`src/noc_arbiter_defines.svh`:
```
//******************************
// noc arbiter defines
// router port count, mesh address width, packet length and
// downstream credit depth.
//******************************

`ifndef NOC_ARBITER_DEFINES_SVH
`define NOC_ARBITER_DEFINES_SVH

// north, south, west, east, local.
`define NOC_PORTS 5

// one mesh coordinate; y sits above x in the address.
`define NOC_COORD_W 4

`define NOC_PKT_FLITS 4 // header flit counted.

`define NOC_CREDITS 4 // downstream buffer depth in flits.

`endif

```
`src/noc_arbiter_pkg.sv`:
```
//******************************
// noc arbiter package
// port direction and router address types.
//******************************

`default_nettype none

`include "noc_arbiter_defines.svh"

package noc_arbiter_pkg;

	// next hop, vector index and crossbar select.
	typedef enum logic [2:0] {
		PORT_N = 3'd0,
		PORT_S = 3'd1,
		PORT_W = 3'd2,
		PORT_E = 3'd3,
		PORT_L = 3'd4
	} port_e;

	typedef struct packed {
		logic [`NOC_COORD_W-1:0] y; // row.
		logic [`NOC_COORD_W-1:0] x; // column.
	} router_addr_t;

endpackage

`default_nettype wire

```
`src/yx_route.sv`:
```
//******************************
// yx route
// dimension ordered next hop, y resolved before x.
//******************************

`default_nettype none

module yx_route (
	input  noc_arbiter_pkg::router_addr_t hdr_addr_i,
	input  noc_arbiter_pkg::router_addr_t router_addr_i,
	output noc_arbiter_pkg::port_e        hop_o
);

	import noc_arbiter_pkg::*;

	logic y_lt;
	logic y_gt;
	logic x_lt;
	logic x_gt;

	assign y_lt = hdr_addr_i.y < router_addr_i.y;
	assign y_gt = hdr_addr_i.y > router_addr_i.y;
	assign x_lt = hdr_addr_i.x < router_addr_i.x;
	assign x_gt = hdr_addr_i.x > router_addr_i.x;

	// rows first, then columns.
	always_comb begin
		if (y_lt) begin
			hop_o = PORT_N;
		end else if (y_gt) begin
			hop_o = PORT_S;
		end else if (x_lt) begin
			hop_o = PORT_W;
		end else if (x_gt) begin
			hop_o = PORT_E;
		end else begin
			hop_o = PORT_L; // arrived.
		end
	end

endmodule

`default_nettype wire

```
`src/input_port_ctrl.sv`:
```
//******************************
// input port control
// next hop register and packet tracker for one input,
// request to the chosen output.
//******************************

`default_nettype none

`include "noc_arbiter_defines.svh"

module input_port_ctrl #(
	parameter noc_arbiter_pkg::port_e PORT_ID = noc_arbiter_pkg::PORT_N
) (
	input  logic                          clk,
	input  logic                          arst_n_i,
	input  logic                          ib_valid_i,
	input  noc_arbiter_pkg::router_addr_t hdr_addr_i,
	input  noc_arbiter_pkg::router_addr_t router_addr_i,
	input  logic                          rd_i,
	output noc_arbiter_pkg::port_e        hop_o,
	output logic                          busy_o,
	output logic [`NOC_PORTS-1:0]         req_o,
	output logic                          last_o
);

	import noc_arbiter_pkg::*;

	localparam int NP    = `NOC_PORTS;
	localparam int CNT_W = $clog2(`NOC_PKT_FLITS);
	localparam logic [CNT_W-1:0] CNT_LAST = CNT_W'(`NOC_PKT_FLITS - 1);

	port_e            route_hop;
	port_e            hop_q;
	logic             busy_q;
	logic [CNT_W-1:0] flit_cnt_q;
	logic             hdr_take;

	yx_route yx_route_inst (
		.hdr_addr_i    (hdr_addr_i),
		.router_addr_i (router_addr_i),
		.hop_o         (route_hop)
	);

	// head flit is at the buffer front whenever we are idle.
	assign hdr_take = !busy_q && ib_valid_i;

	assign last_o = busy_q && rd_i && (flit_cnt_q == CNT_LAST);

	always_ff @(posedge clk or negedge arst_n_i) begin
		if (!arst_n_i) begin
			busy_q     <= 1'b0;
			flit_cnt_q <= '0;
		end else if (hdr_take) begin
			busy_q     <= 1'b1;
			flit_cnt_q <= '0;
		end else if (busy_q && rd_i) begin
			if (last_o) begin
				busy_q     <= 1'b0; // packet drained.
				flit_cnt_q <= '0;
			end else begin
				flit_cnt_q <= flit_cnt_q + 1'b1;
			end
		end
	end

	// next hop register, held for the whole packet.
	always_ff @(posedge clk) begin
		if (hdr_take) begin
			hop_q <= route_hop;
		end
	end

	assign hop_o  = hop_q;
	assign busy_o = busy_q;
	assign req_o  = busy_q ? (NP'(1) << hop_q) : '0; // one-hot over outputs.

	// a legal header never turns back to the side it came from.
	a_no_u_turn: assert property (
		@(posedge clk) disable iff (!arst_n_i)
		busy_q |-> (hop_q != PORT_ID)
	) else $error("input %0d routed back to its own side", PORT_ID);

endmodule

`default_nettype wire

```
`src/rr_arbiter.sv`:
```
//******************************
// round-robin arbiter
// one per output, locked to the winner for a whole packet.
//******************************

`default_nettype none

`include "noc_arbiter_defines.svh"

module rr_arbiter #(
	parameter noc_arbiter_pkg::port_e PORT_ID = noc_arbiter_pkg::PORT_N
) (
	input  logic                  clk,
	input  logic                  arst_n_i,
	input  logic [`NOC_PORTS-1:0] req_i,
	input  logic [`NOC_PORTS-1:0] last_i,
	output logic [`NOC_PORTS-1:0] grant_o,
	output logic                  locked_o
);

	import noc_arbiter_pkg::*;

	localparam int NP = `NOC_PORTS;
	localparam logic [NP-1:0] OWN_BIT = NP'(1) << PORT_ID;

	logic [NP-1:0] req_m;
	logic [NP-1:0] grant_q;
	logic          locked_q;
	port_e         last_win_q;
	port_e         win_idx;
	logic          win_found;
	logic          release_pkt;

	// an input never targets its own side.
	assign req_m = req_i & ~OWN_BIT;

	// search upward from one past the last winner, wrapping at NP.
	always_comb begin
		int idx;
		win_found = 1'b0;
		win_idx   = last_win_q;
		for (int k = 1; k <= NP; k++) begin
			idx = (int'(last_win_q) + k) % NP;
			if (!win_found && req_m[idx]) begin
				win_found = 1'b1;
				win_idx   = port_e'(idx);
			end
		end
	end

	assign release_pkt = locked_q && |(grant_q & last_i);

	always_ff @(posedge clk or negedge arst_n_i) begin
		if (!arst_n_i) begin
			grant_q    <= '0;
			locked_q   <= 1'b0;
			last_win_q <= PORT_L; // first search starts at north.
		end else if (release_pkt) begin
			grant_q  <= '0; // no regrant on the release edge.
			locked_q <= 1'b0;
		end else if (!locked_q && win_found) begin
			grant_q    <= NP'(1) << win_idx;
			locked_q   <= 1'b1;
			last_win_q <= win_idx;
		end
	end

	assign grant_o  = grant_q;
	assign locked_o = locked_q;

	a_grant_onehot: assert property (
		@(posedge clk) disable iff (!arst_n_i)
		$onehot0(grant_q)
	) else $error("output %0d granted several inputs", PORT_ID);

	// granted input stays busy until its last read.
	a_grant_held: assert property (
		@(posedge clk) disable iff (!arst_n_i)
		locked_q |-> |(grant_q & req_m)
	) else $error("output %0d lost its requester mid packet", PORT_ID);

endmodule

`default_nettype wire

```
`src/credit_counter.sv`:
```
//******************************
// credit counter
// free slots in the downstream buffer of one output.
//******************************

`default_nettype none

`include "noc_arbiter_defines.svh"

module credit_counter (
	input  logic clk,
	input  logic arst_n_i,
	input  logic consume_i,
	input  logic credit_i,
	output logic avail_o
);

	localparam int CNT_W = $clog2(`NOC_CREDITS + 1);
	localparam logic [CNT_W-1:0] CNT_MAX = CNT_W'(`NOC_CREDITS);

	logic [CNT_W-1:0] cnt_q;

	// read and return in one cycle cancel out.
	always_ff @(posedge clk or negedge arst_n_i) begin
		if (!arst_n_i) begin
			cnt_q <= CNT_MAX; // downstream starts empty.
		end else if (consume_i && !credit_i) begin
			cnt_q <= cnt_q - 1'b1;
		end else if (credit_i && !consume_i) begin
			cnt_q <= cnt_q + 1'b1;
		end
	end

	assign avail_o = cnt_q != '0;

	a_no_overdraw: assert property (
		@(posedge clk) disable iff (!arst_n_i)
		consume_i |-> (cnt_q != '0)
	) else $error("flit sent with no downstream credit");

	// upstream returned more than was sent.
	a_no_overflow: assert property (
		@(posedge clk) disable iff (!arst_n_i)
		cnt_q <= CNT_MAX
	) else $error("credit count above buffer depth");

endmodule

`default_nettype wire

```
`src/router_arbiter.sv`:
```
//******************************
// router arbiter
// five input controllers, five output arbiters and five
// credit counters with the read and credit wiring between them.
//******************************

`default_nettype none

`include "noc_arbiter_defines.svh"

module router_arbiter (
	input  logic                                           clk,
	input  logic                                           arst_n_i,
	input  noc_arbiter_pkg::router_addr_t                  router_addr_i,
	input  logic [`NOC_PORTS-1:0]                          ib_valid_i,
	input  noc_arbiter_pkg::router_addr_t [`NOC_PORTS-1:0] hdr_addr_i,
	input  logic [`NOC_PORTS-1:0]                          credit_i,
	output logic [`NOC_PORTS-1:0]                          rd_o,
	output noc_arbiter_pkg::port_e [`NOC_PORTS-1:0]        route_o,
	output logic [`NOC_PORTS-1:0]                          out_valid_o,
	output noc_arbiter_pkg::port_e [`NOC_PORTS-1:0]        out_sel_o
);

	import noc_arbiter_pkg::*;

	localparam int NP = `NOC_PORTS;

	port_e         hop [NP];
	logic [NP-1:0] busy;
	logic [NP-1:0] last;
	logic [NP-1:0] rd;
	logic [NP-1:0] req_in [NP];  // per input, over outputs.
	logic [NP-1:0] req_out [NP]; // per output, over inputs.
	logic [NP-1:0] grant [NP];   // per output, over inputs.
	logic [NP-1:0] gnt_in [NP];  // per input, over outputs.
	logic [NP-1:0] locked;
	logic [NP-1:0] avail;

	for (genvar p = 0; p < NP; p++) begin : g_input
		input_port_ctrl #(
			.PORT_ID (port_e'(p))
		) input_port_ctrl_inst (
			.clk           (clk),
			.arst_n_i      (arst_n_i),
			.ib_valid_i    (ib_valid_i[p]),
			.hdr_addr_i    (hdr_addr_i[p]),
			.router_addr_i (router_addr_i),
			.rd_i          (rd[p]),
			.hop_o         (hop[p]),
			.busy_o        (busy[p]),
			.req_o         (req_in[p]),
			.last_o        (last[p])
		);

		// pop when granted, flit present and the hop has room.
		assign rd[p] = busy[p] & ib_valid_i[p] & (|gnt_in[p]) & avail[hop[p]];

		assign rd_o[p]    = rd[p]; // also the credit back upstream.
		assign route_o[p] = hop[p];
	end

	// transpose between input and output views.
	for (genvar o = 0; o < NP; o++) begin : g_regroup
		for (genvar p = 0; p < NP; p++) begin : g_bit
			assign req_out[o][p] = req_in[p][o];
			assign gnt_in[p][o]  = grant[o][p];
		end
	end

	for (genvar o = 0; o < NP; o++) begin : g_output
		rr_arbiter #(
			.PORT_ID (port_e'(o))
		) rr_arbiter_inst (
			.clk      (clk),
			.arst_n_i (arst_n_i),
			.req_i    (req_out[o]),
			.last_i   (last),
			.grant_o  (grant[o]),
			.locked_o (locked[o])
		);

		assign out_valid_o[o] = locked[o] & (|(grant[o] & rd));

		credit_counter credit_counter_inst (
			.clk       (clk),
			.arst_n_i  (arst_n_i),
			.consume_i (out_valid_o[o]),
			.credit_i  (credit_i[o]),
			.avail_o   (avail[o])
		);
	end

	// crossbar select from the one-hot grant, north when idle.
	always_comb begin
		for (int o = 0; o < NP; o++) begin
			out_sel_o[o] = PORT_N;
			for (int p = 0; p < NP; p++) begin
				if (grant[o][p]) begin
					out_sel_o[o] = port_e'(p);
				end
			end
		end
	end

endmodule

`default_nettype wire

```
`config.mk`:
```
export PLATFORM = sky130hd
export DESIGN_NAME = router_arbiter
export DESIGN_NICKNAME = d
export VERILOG_FILES = /design/src/noc_arbiter_pkg.sv /design/src/yx_route.sv /design/src/input_port_ctrl.sv /design/src/rr_arbiter.sv /design/src/credit_counter.sv /design/src/router_arbiter.sv
export VERILOG_INCLUDE_DIRS = /design/src /design/src/src
export SDC_FILE = /design/constraint.sdc
export NUM_CORES = 1
export LEC_CHECK = 0
export BUFFER_PORTS_ARGS = -buffer_cell sky130_fd_sc_hd__clkbuf_2
export CORE_ASPECT_RATIO = 1.5
export CORE_UTILIZATION = 55
export CTS_CLUSTER_DIAMETER = 80
export DETAILED_ROUTE_END_ITERATION = 10
export PLACE_DENSITY_LB_ADDON = 0.15
export RECOVER_POWER = 100
export SETUP_SLACK_MARGIN = 0.15
export SYNTH_ARGS = -nofsm -noshare
export SYNTH_HDL_FRONTEND = slang
export SYNTH_SLANG_ARGS = --single-unit
```
`constraint.sdc`:
```
create_clock -name clk -period 17.15 [get_ports clk]
set_input_delay 0.8575 -clock clk [delete_from_list [all_inputs] [get_ports clk]]
set_output_delay 0.8575 -clock clk [all_outputs]
set_load 0.05 [all_outputs]
```
==> results.sh <==
export IMPL_grt_pass1_vias=13980
export IMPL_crit_family="buffers and inverters"
export IMPL_route_detailed_drc=0
export IMPL_worstSkewPairLatency_ns=0.35
export IMPL_grt_overflow=0
export IMPL_syn_inst=1898
export IMPL_die_area_mm2=0.02780
export IMPL_syn_num_nets=2143
export IMPL_setup_ws_ns=9.278
export IMPL_vias_per_cell=6.529
export IMPL_finalWeightedCongestion=0.9253
export IMPL_whs_path_depth=1
export IMPL_synth_ff_type="dfrtp_1"
export IMPL_clock_path_buffers=2
export IMPL_die_w_um=136.5
export IMPL_hold_ws_ns=0.5047
export IMPL_synth_seq_cells=90
export IMPL_cts_tree="built"
export IMPL_slowest_delay_ns=1.09
export IMPL_multi_input_comb_area_mm2=0.01144
export IMPL_numPortBuffers=99
export IMPL_synthArstFlopShare_pct=83.33
export IMPL_post_cts_buffers=0
export IMPL_setup_viol=0
export IMPL_crit_arrival_ns=8.16
export IMPL_holdPathEnd="g_output[1].credit_counter_inst.cnt_q[0]"
export IMPL_diodes=0
export IMPL_rr_startpoint="g_output[2].rr_arbiter_inst.last_win_q[0]"
export IMPL_die_y_um=203.7
export IMPL_fin_nets=2165
export IMPL_crit_chain="clkbuf_1 > inv_1 > ha_1 > clkbuf_1 > clkinv_1 > ha_1 > nor2_1 > a21oi_1 > xnor2_1 > ha_1 > inv_1 > or4_1 > a2bb2oi_1 > a221oi_1 > and2_0 > nor4_1 > a21oi_1 > a31oi_1 > a32o_1"
export IMPL_wl_mm=42.57
export IMPL_cts_num_sinks=90
export IMPL_place_inst=2246
export IMPL_finalCritPeriodShare_pct=45.90
export IMPL_path_buf_inv=5
export IMPL_ant_nets=0
export IMPL_syn_cell_area_mm2=0.01492
export IMPL_seqCellArea_mm2=0.002340
export IMPL_outcome="finished, violations left"
export IMPL_crit_top_cell="ha_1"
export IMPL_cts_resized=0
export IMPL_drive_above_1_share_pct=8.416
export IMPL_synth_top_cell_by_area="ha_1"
export IMPL_path_max_fanout=35
export IMPL_initial_utilization_pct=56.13
export IMPL_netlist_top_cells_area="ha_1 (15%), dfrtp_1 (11%), inv_1 (3.6%), nand2_1 (3.6%), a21oi_1 (3.5%)"
export IMPL_pre_cts_ws_ns=11.46
export IMPL_rsz0062_at_grt="no"
export IMPL_min_from="g_output[1].credit_counter_inst.cnt_q[0]"
export IMPL_grt_pass1_wl_mm=68.08
export IMPL_ys_seq_area_share_pct=15.68
export IMPL_fin_crit_ns=7.872
export IMPL_hold_class="flop to flop"
export IMPL_tightest_slew_ns=4.141
export IMPL_htreeDepth=3
export IMPL_fin_tns_setup_ns=0
export IMPL_grtUsageTotal_pct=30.28
export IMPL_synthTopCellsByCount="ha_1 (179), inv_1 (144), nand2_1 (142)"
export IMPL_max_cap_violations=3
export IMPL_hpwlAfterDp_mm=33.42
export IMPL_drv_slew=123
export IMPL_root_buffer="clkbuf_16"
export IMPL_synth_top_area_share_pct=15.01
export IMPL_num_vias=14770
export IMPL_required_ns=17.44
export IMPL_cts_buffers=9
export IMPL_holdBufCountCts=0
export IMPL_ys_warn_count=0
export IMPL_post_drt_wl_per_cell_um=18.82
export IMPL_critPathKind="flop to flop"
export IMPL_synth_edf_count=15
export IMPL_core_area_mm2=0.02658
export IMPL_fin_cells=2262
export IMPL_rows=73
export IMPL_crit_path_end_kind="flop"
export IMPL_synth_most_common_cell="ha_1"
export IMPL_cp_slowest_cell="clkbuf_1"
export IMPL_syn_area_per_cell_um2=7.861
export IMPL_firstDrtPassIters=6
export IMPL_finClkSkew_ns=0.008949
export IMPL_ys_types=116
export IMPL_hold_viol_final=0
export IMPL_syn2layout_area_growth_pct=4.512
export IMPL_drt_initial_drc_count=1001
export IMPL_reg2reg_to="g_output[2].rr_arbiter_inst.grant_o[0]"
export IMPL_violations="capacitance limit, slew limit"
export IMPL_io_pin_count=100
export IMPL_slew_headroom_pct=-176.0
export IMPL_r2r_slack_ns=9.28
export IMPL_antenna_found_initial=1
export IMPL_ff2ff_path_depth=19
export IMPL_grt_max_degree=76
export IMPL_num_fill_cells=2548
export IMPL_maxClockFrequency_mhz=127.0
export IMPL_clk_pin_slew_worst_paths_ns=0.06
export IMPL_cp_start_kind="flop"
==> routing by layer <==
| layer | GRT usage, % | up-vias | share of wire, % |
|---|---|---|---|
| li1 | - | 7120 | - |
| met1 | 34.60 | 7122 | 40 |
| met2 | 55.22 | 410 | 52 |
| met3 | 4.300 | 114 | 4.5 |
| met4 | 12.66 | 2 | 3.7 |
| met5 | 0 | - | 0.031 |
==> placed cells by master, fill, tap and decap left out, drive strengths merged, types with 38 or more instances in the layout <==
| master | Yosys | layout |
|---|---|---|
| xnor2 | 43 | 43 |
| mux2i | 41 | 41 |
| dfrtp | 65 | 65 |
| inv | 153 | 154 |
| nand2b | 41 | 41 |
| nor2 | 132 | 132 |
| nor2b | 38 | 38 |
| ha | 179 | 179 |
| a21oi | 109 | 109 |
| clkbuf | 59 | 116 |
| nand3 | 41 | 41 |
| nand2 | 142 | 142 |
| o21ai | 107 | 107 |
| nor3 | 39 | 39 |
==> how the worst max path moves through the flow <==
stage | slack [ns] | from | cells past startpoint | endpoint
floorplan | 11.58 | g_output[0].rr_arbiter_inst.last_win_q[0] | 22 | g_output[0].rr_arbiter_inst.grant_o[3]
global placement | 11.46 | g_output[2].rr_arbiter_inst.last_win_q[1] | 18 | g_output[2].rr_arbiter_inst.grant_o[0]
detailed placement | 11.46 | g_output[3].rr_arbiter_inst.last_win_q[0] | 17 | g_output[3].rr_arbiter_inst.grant_o[1]
CTS | 11.41 | g_output[3].rr_arbiter_inst.last_win_q[0] | 17 | g_output[3].rr_arbiter_inst.grant_o[1]
global route | 8.45 | g_output[3].rr_arbiter_inst.last_win_q[0] | 19 | g_output[3].rr_arbiter_inst.grant_o[2]
finish | 9.28 | g_output[2].rr_arbiter_inst.last_win_q[0] | 19 | g_output[2].rr_arbiter_inst.grant_o[0]
==> registers in the layout, indices dropped and copies added (netlist names) <==
register	flops
g_output.credit_counter_inst.cnt_q	15
g_input.input_port_ctrl_inst.hop_o	15
g_output.rr_arbiter_inst.grant_o	25
g_input.input_port_ctrl_inst.busy_o	5
g_input.input_port_ctrl_inst.flit_cnt_q	10
g_output.rr_arbiter_inst.locked_o	5
g_output.rr_arbiter_inst.last_win_q	15
==> through the flow <==
step                utilization (%)  instance area [um^2]
CTS                           59.28                 15760
floorplan                         -                 14920
detailed placement            58.16                 15460
global route                  58.66                 15590
global placement              58.16                 15460
finish                        58.66                 15590
==> cells by family (layout without fill, tap and decap cells) <==
group / Yosys count / in the layout / synth area share (%)
xor gates and xnor gates: 60 / 60 / 3.975
buffers and inverters: 256 / 283 / 7.053
DFF: 90 / 90 / 15.68
AOI/OAI and AO/OA: 609 / 609 / 29.45
adders and majority gates: 186 / 186 / 15.88
and+or+nand+nor: 634 / 634 / 23.02
muxes: 63 / 63 / 4.940
==> worst reg2reg max path, delay by kind of cell (launching register included) <==
| family | cells | cell delay [ns] |
|---|---|---|
| buf+inv | 5 | 3.26 |
| simple gates | 4 | 1.63 |
| compound gates | 6 | 1.21 |
| fa+ha+maj | 3 | 1.06 |
| xor+xnor | 1 | 0.33 |
| flops | 1 | 0.32 |
==> area by class of cell <==
cell class	instances	share of cell area, %
inverter	157	3.779
tap	337	2.704
timing repair buffer	110	3.242
sequential	90	15.01
clock inverter	3	0.3049
multi-input combinational	1552	73.36
clock buffer	13	1.605
Power is not shown: default switching activity piles up to over one toggle a cycle in this logic, so the estimate is an artifact.
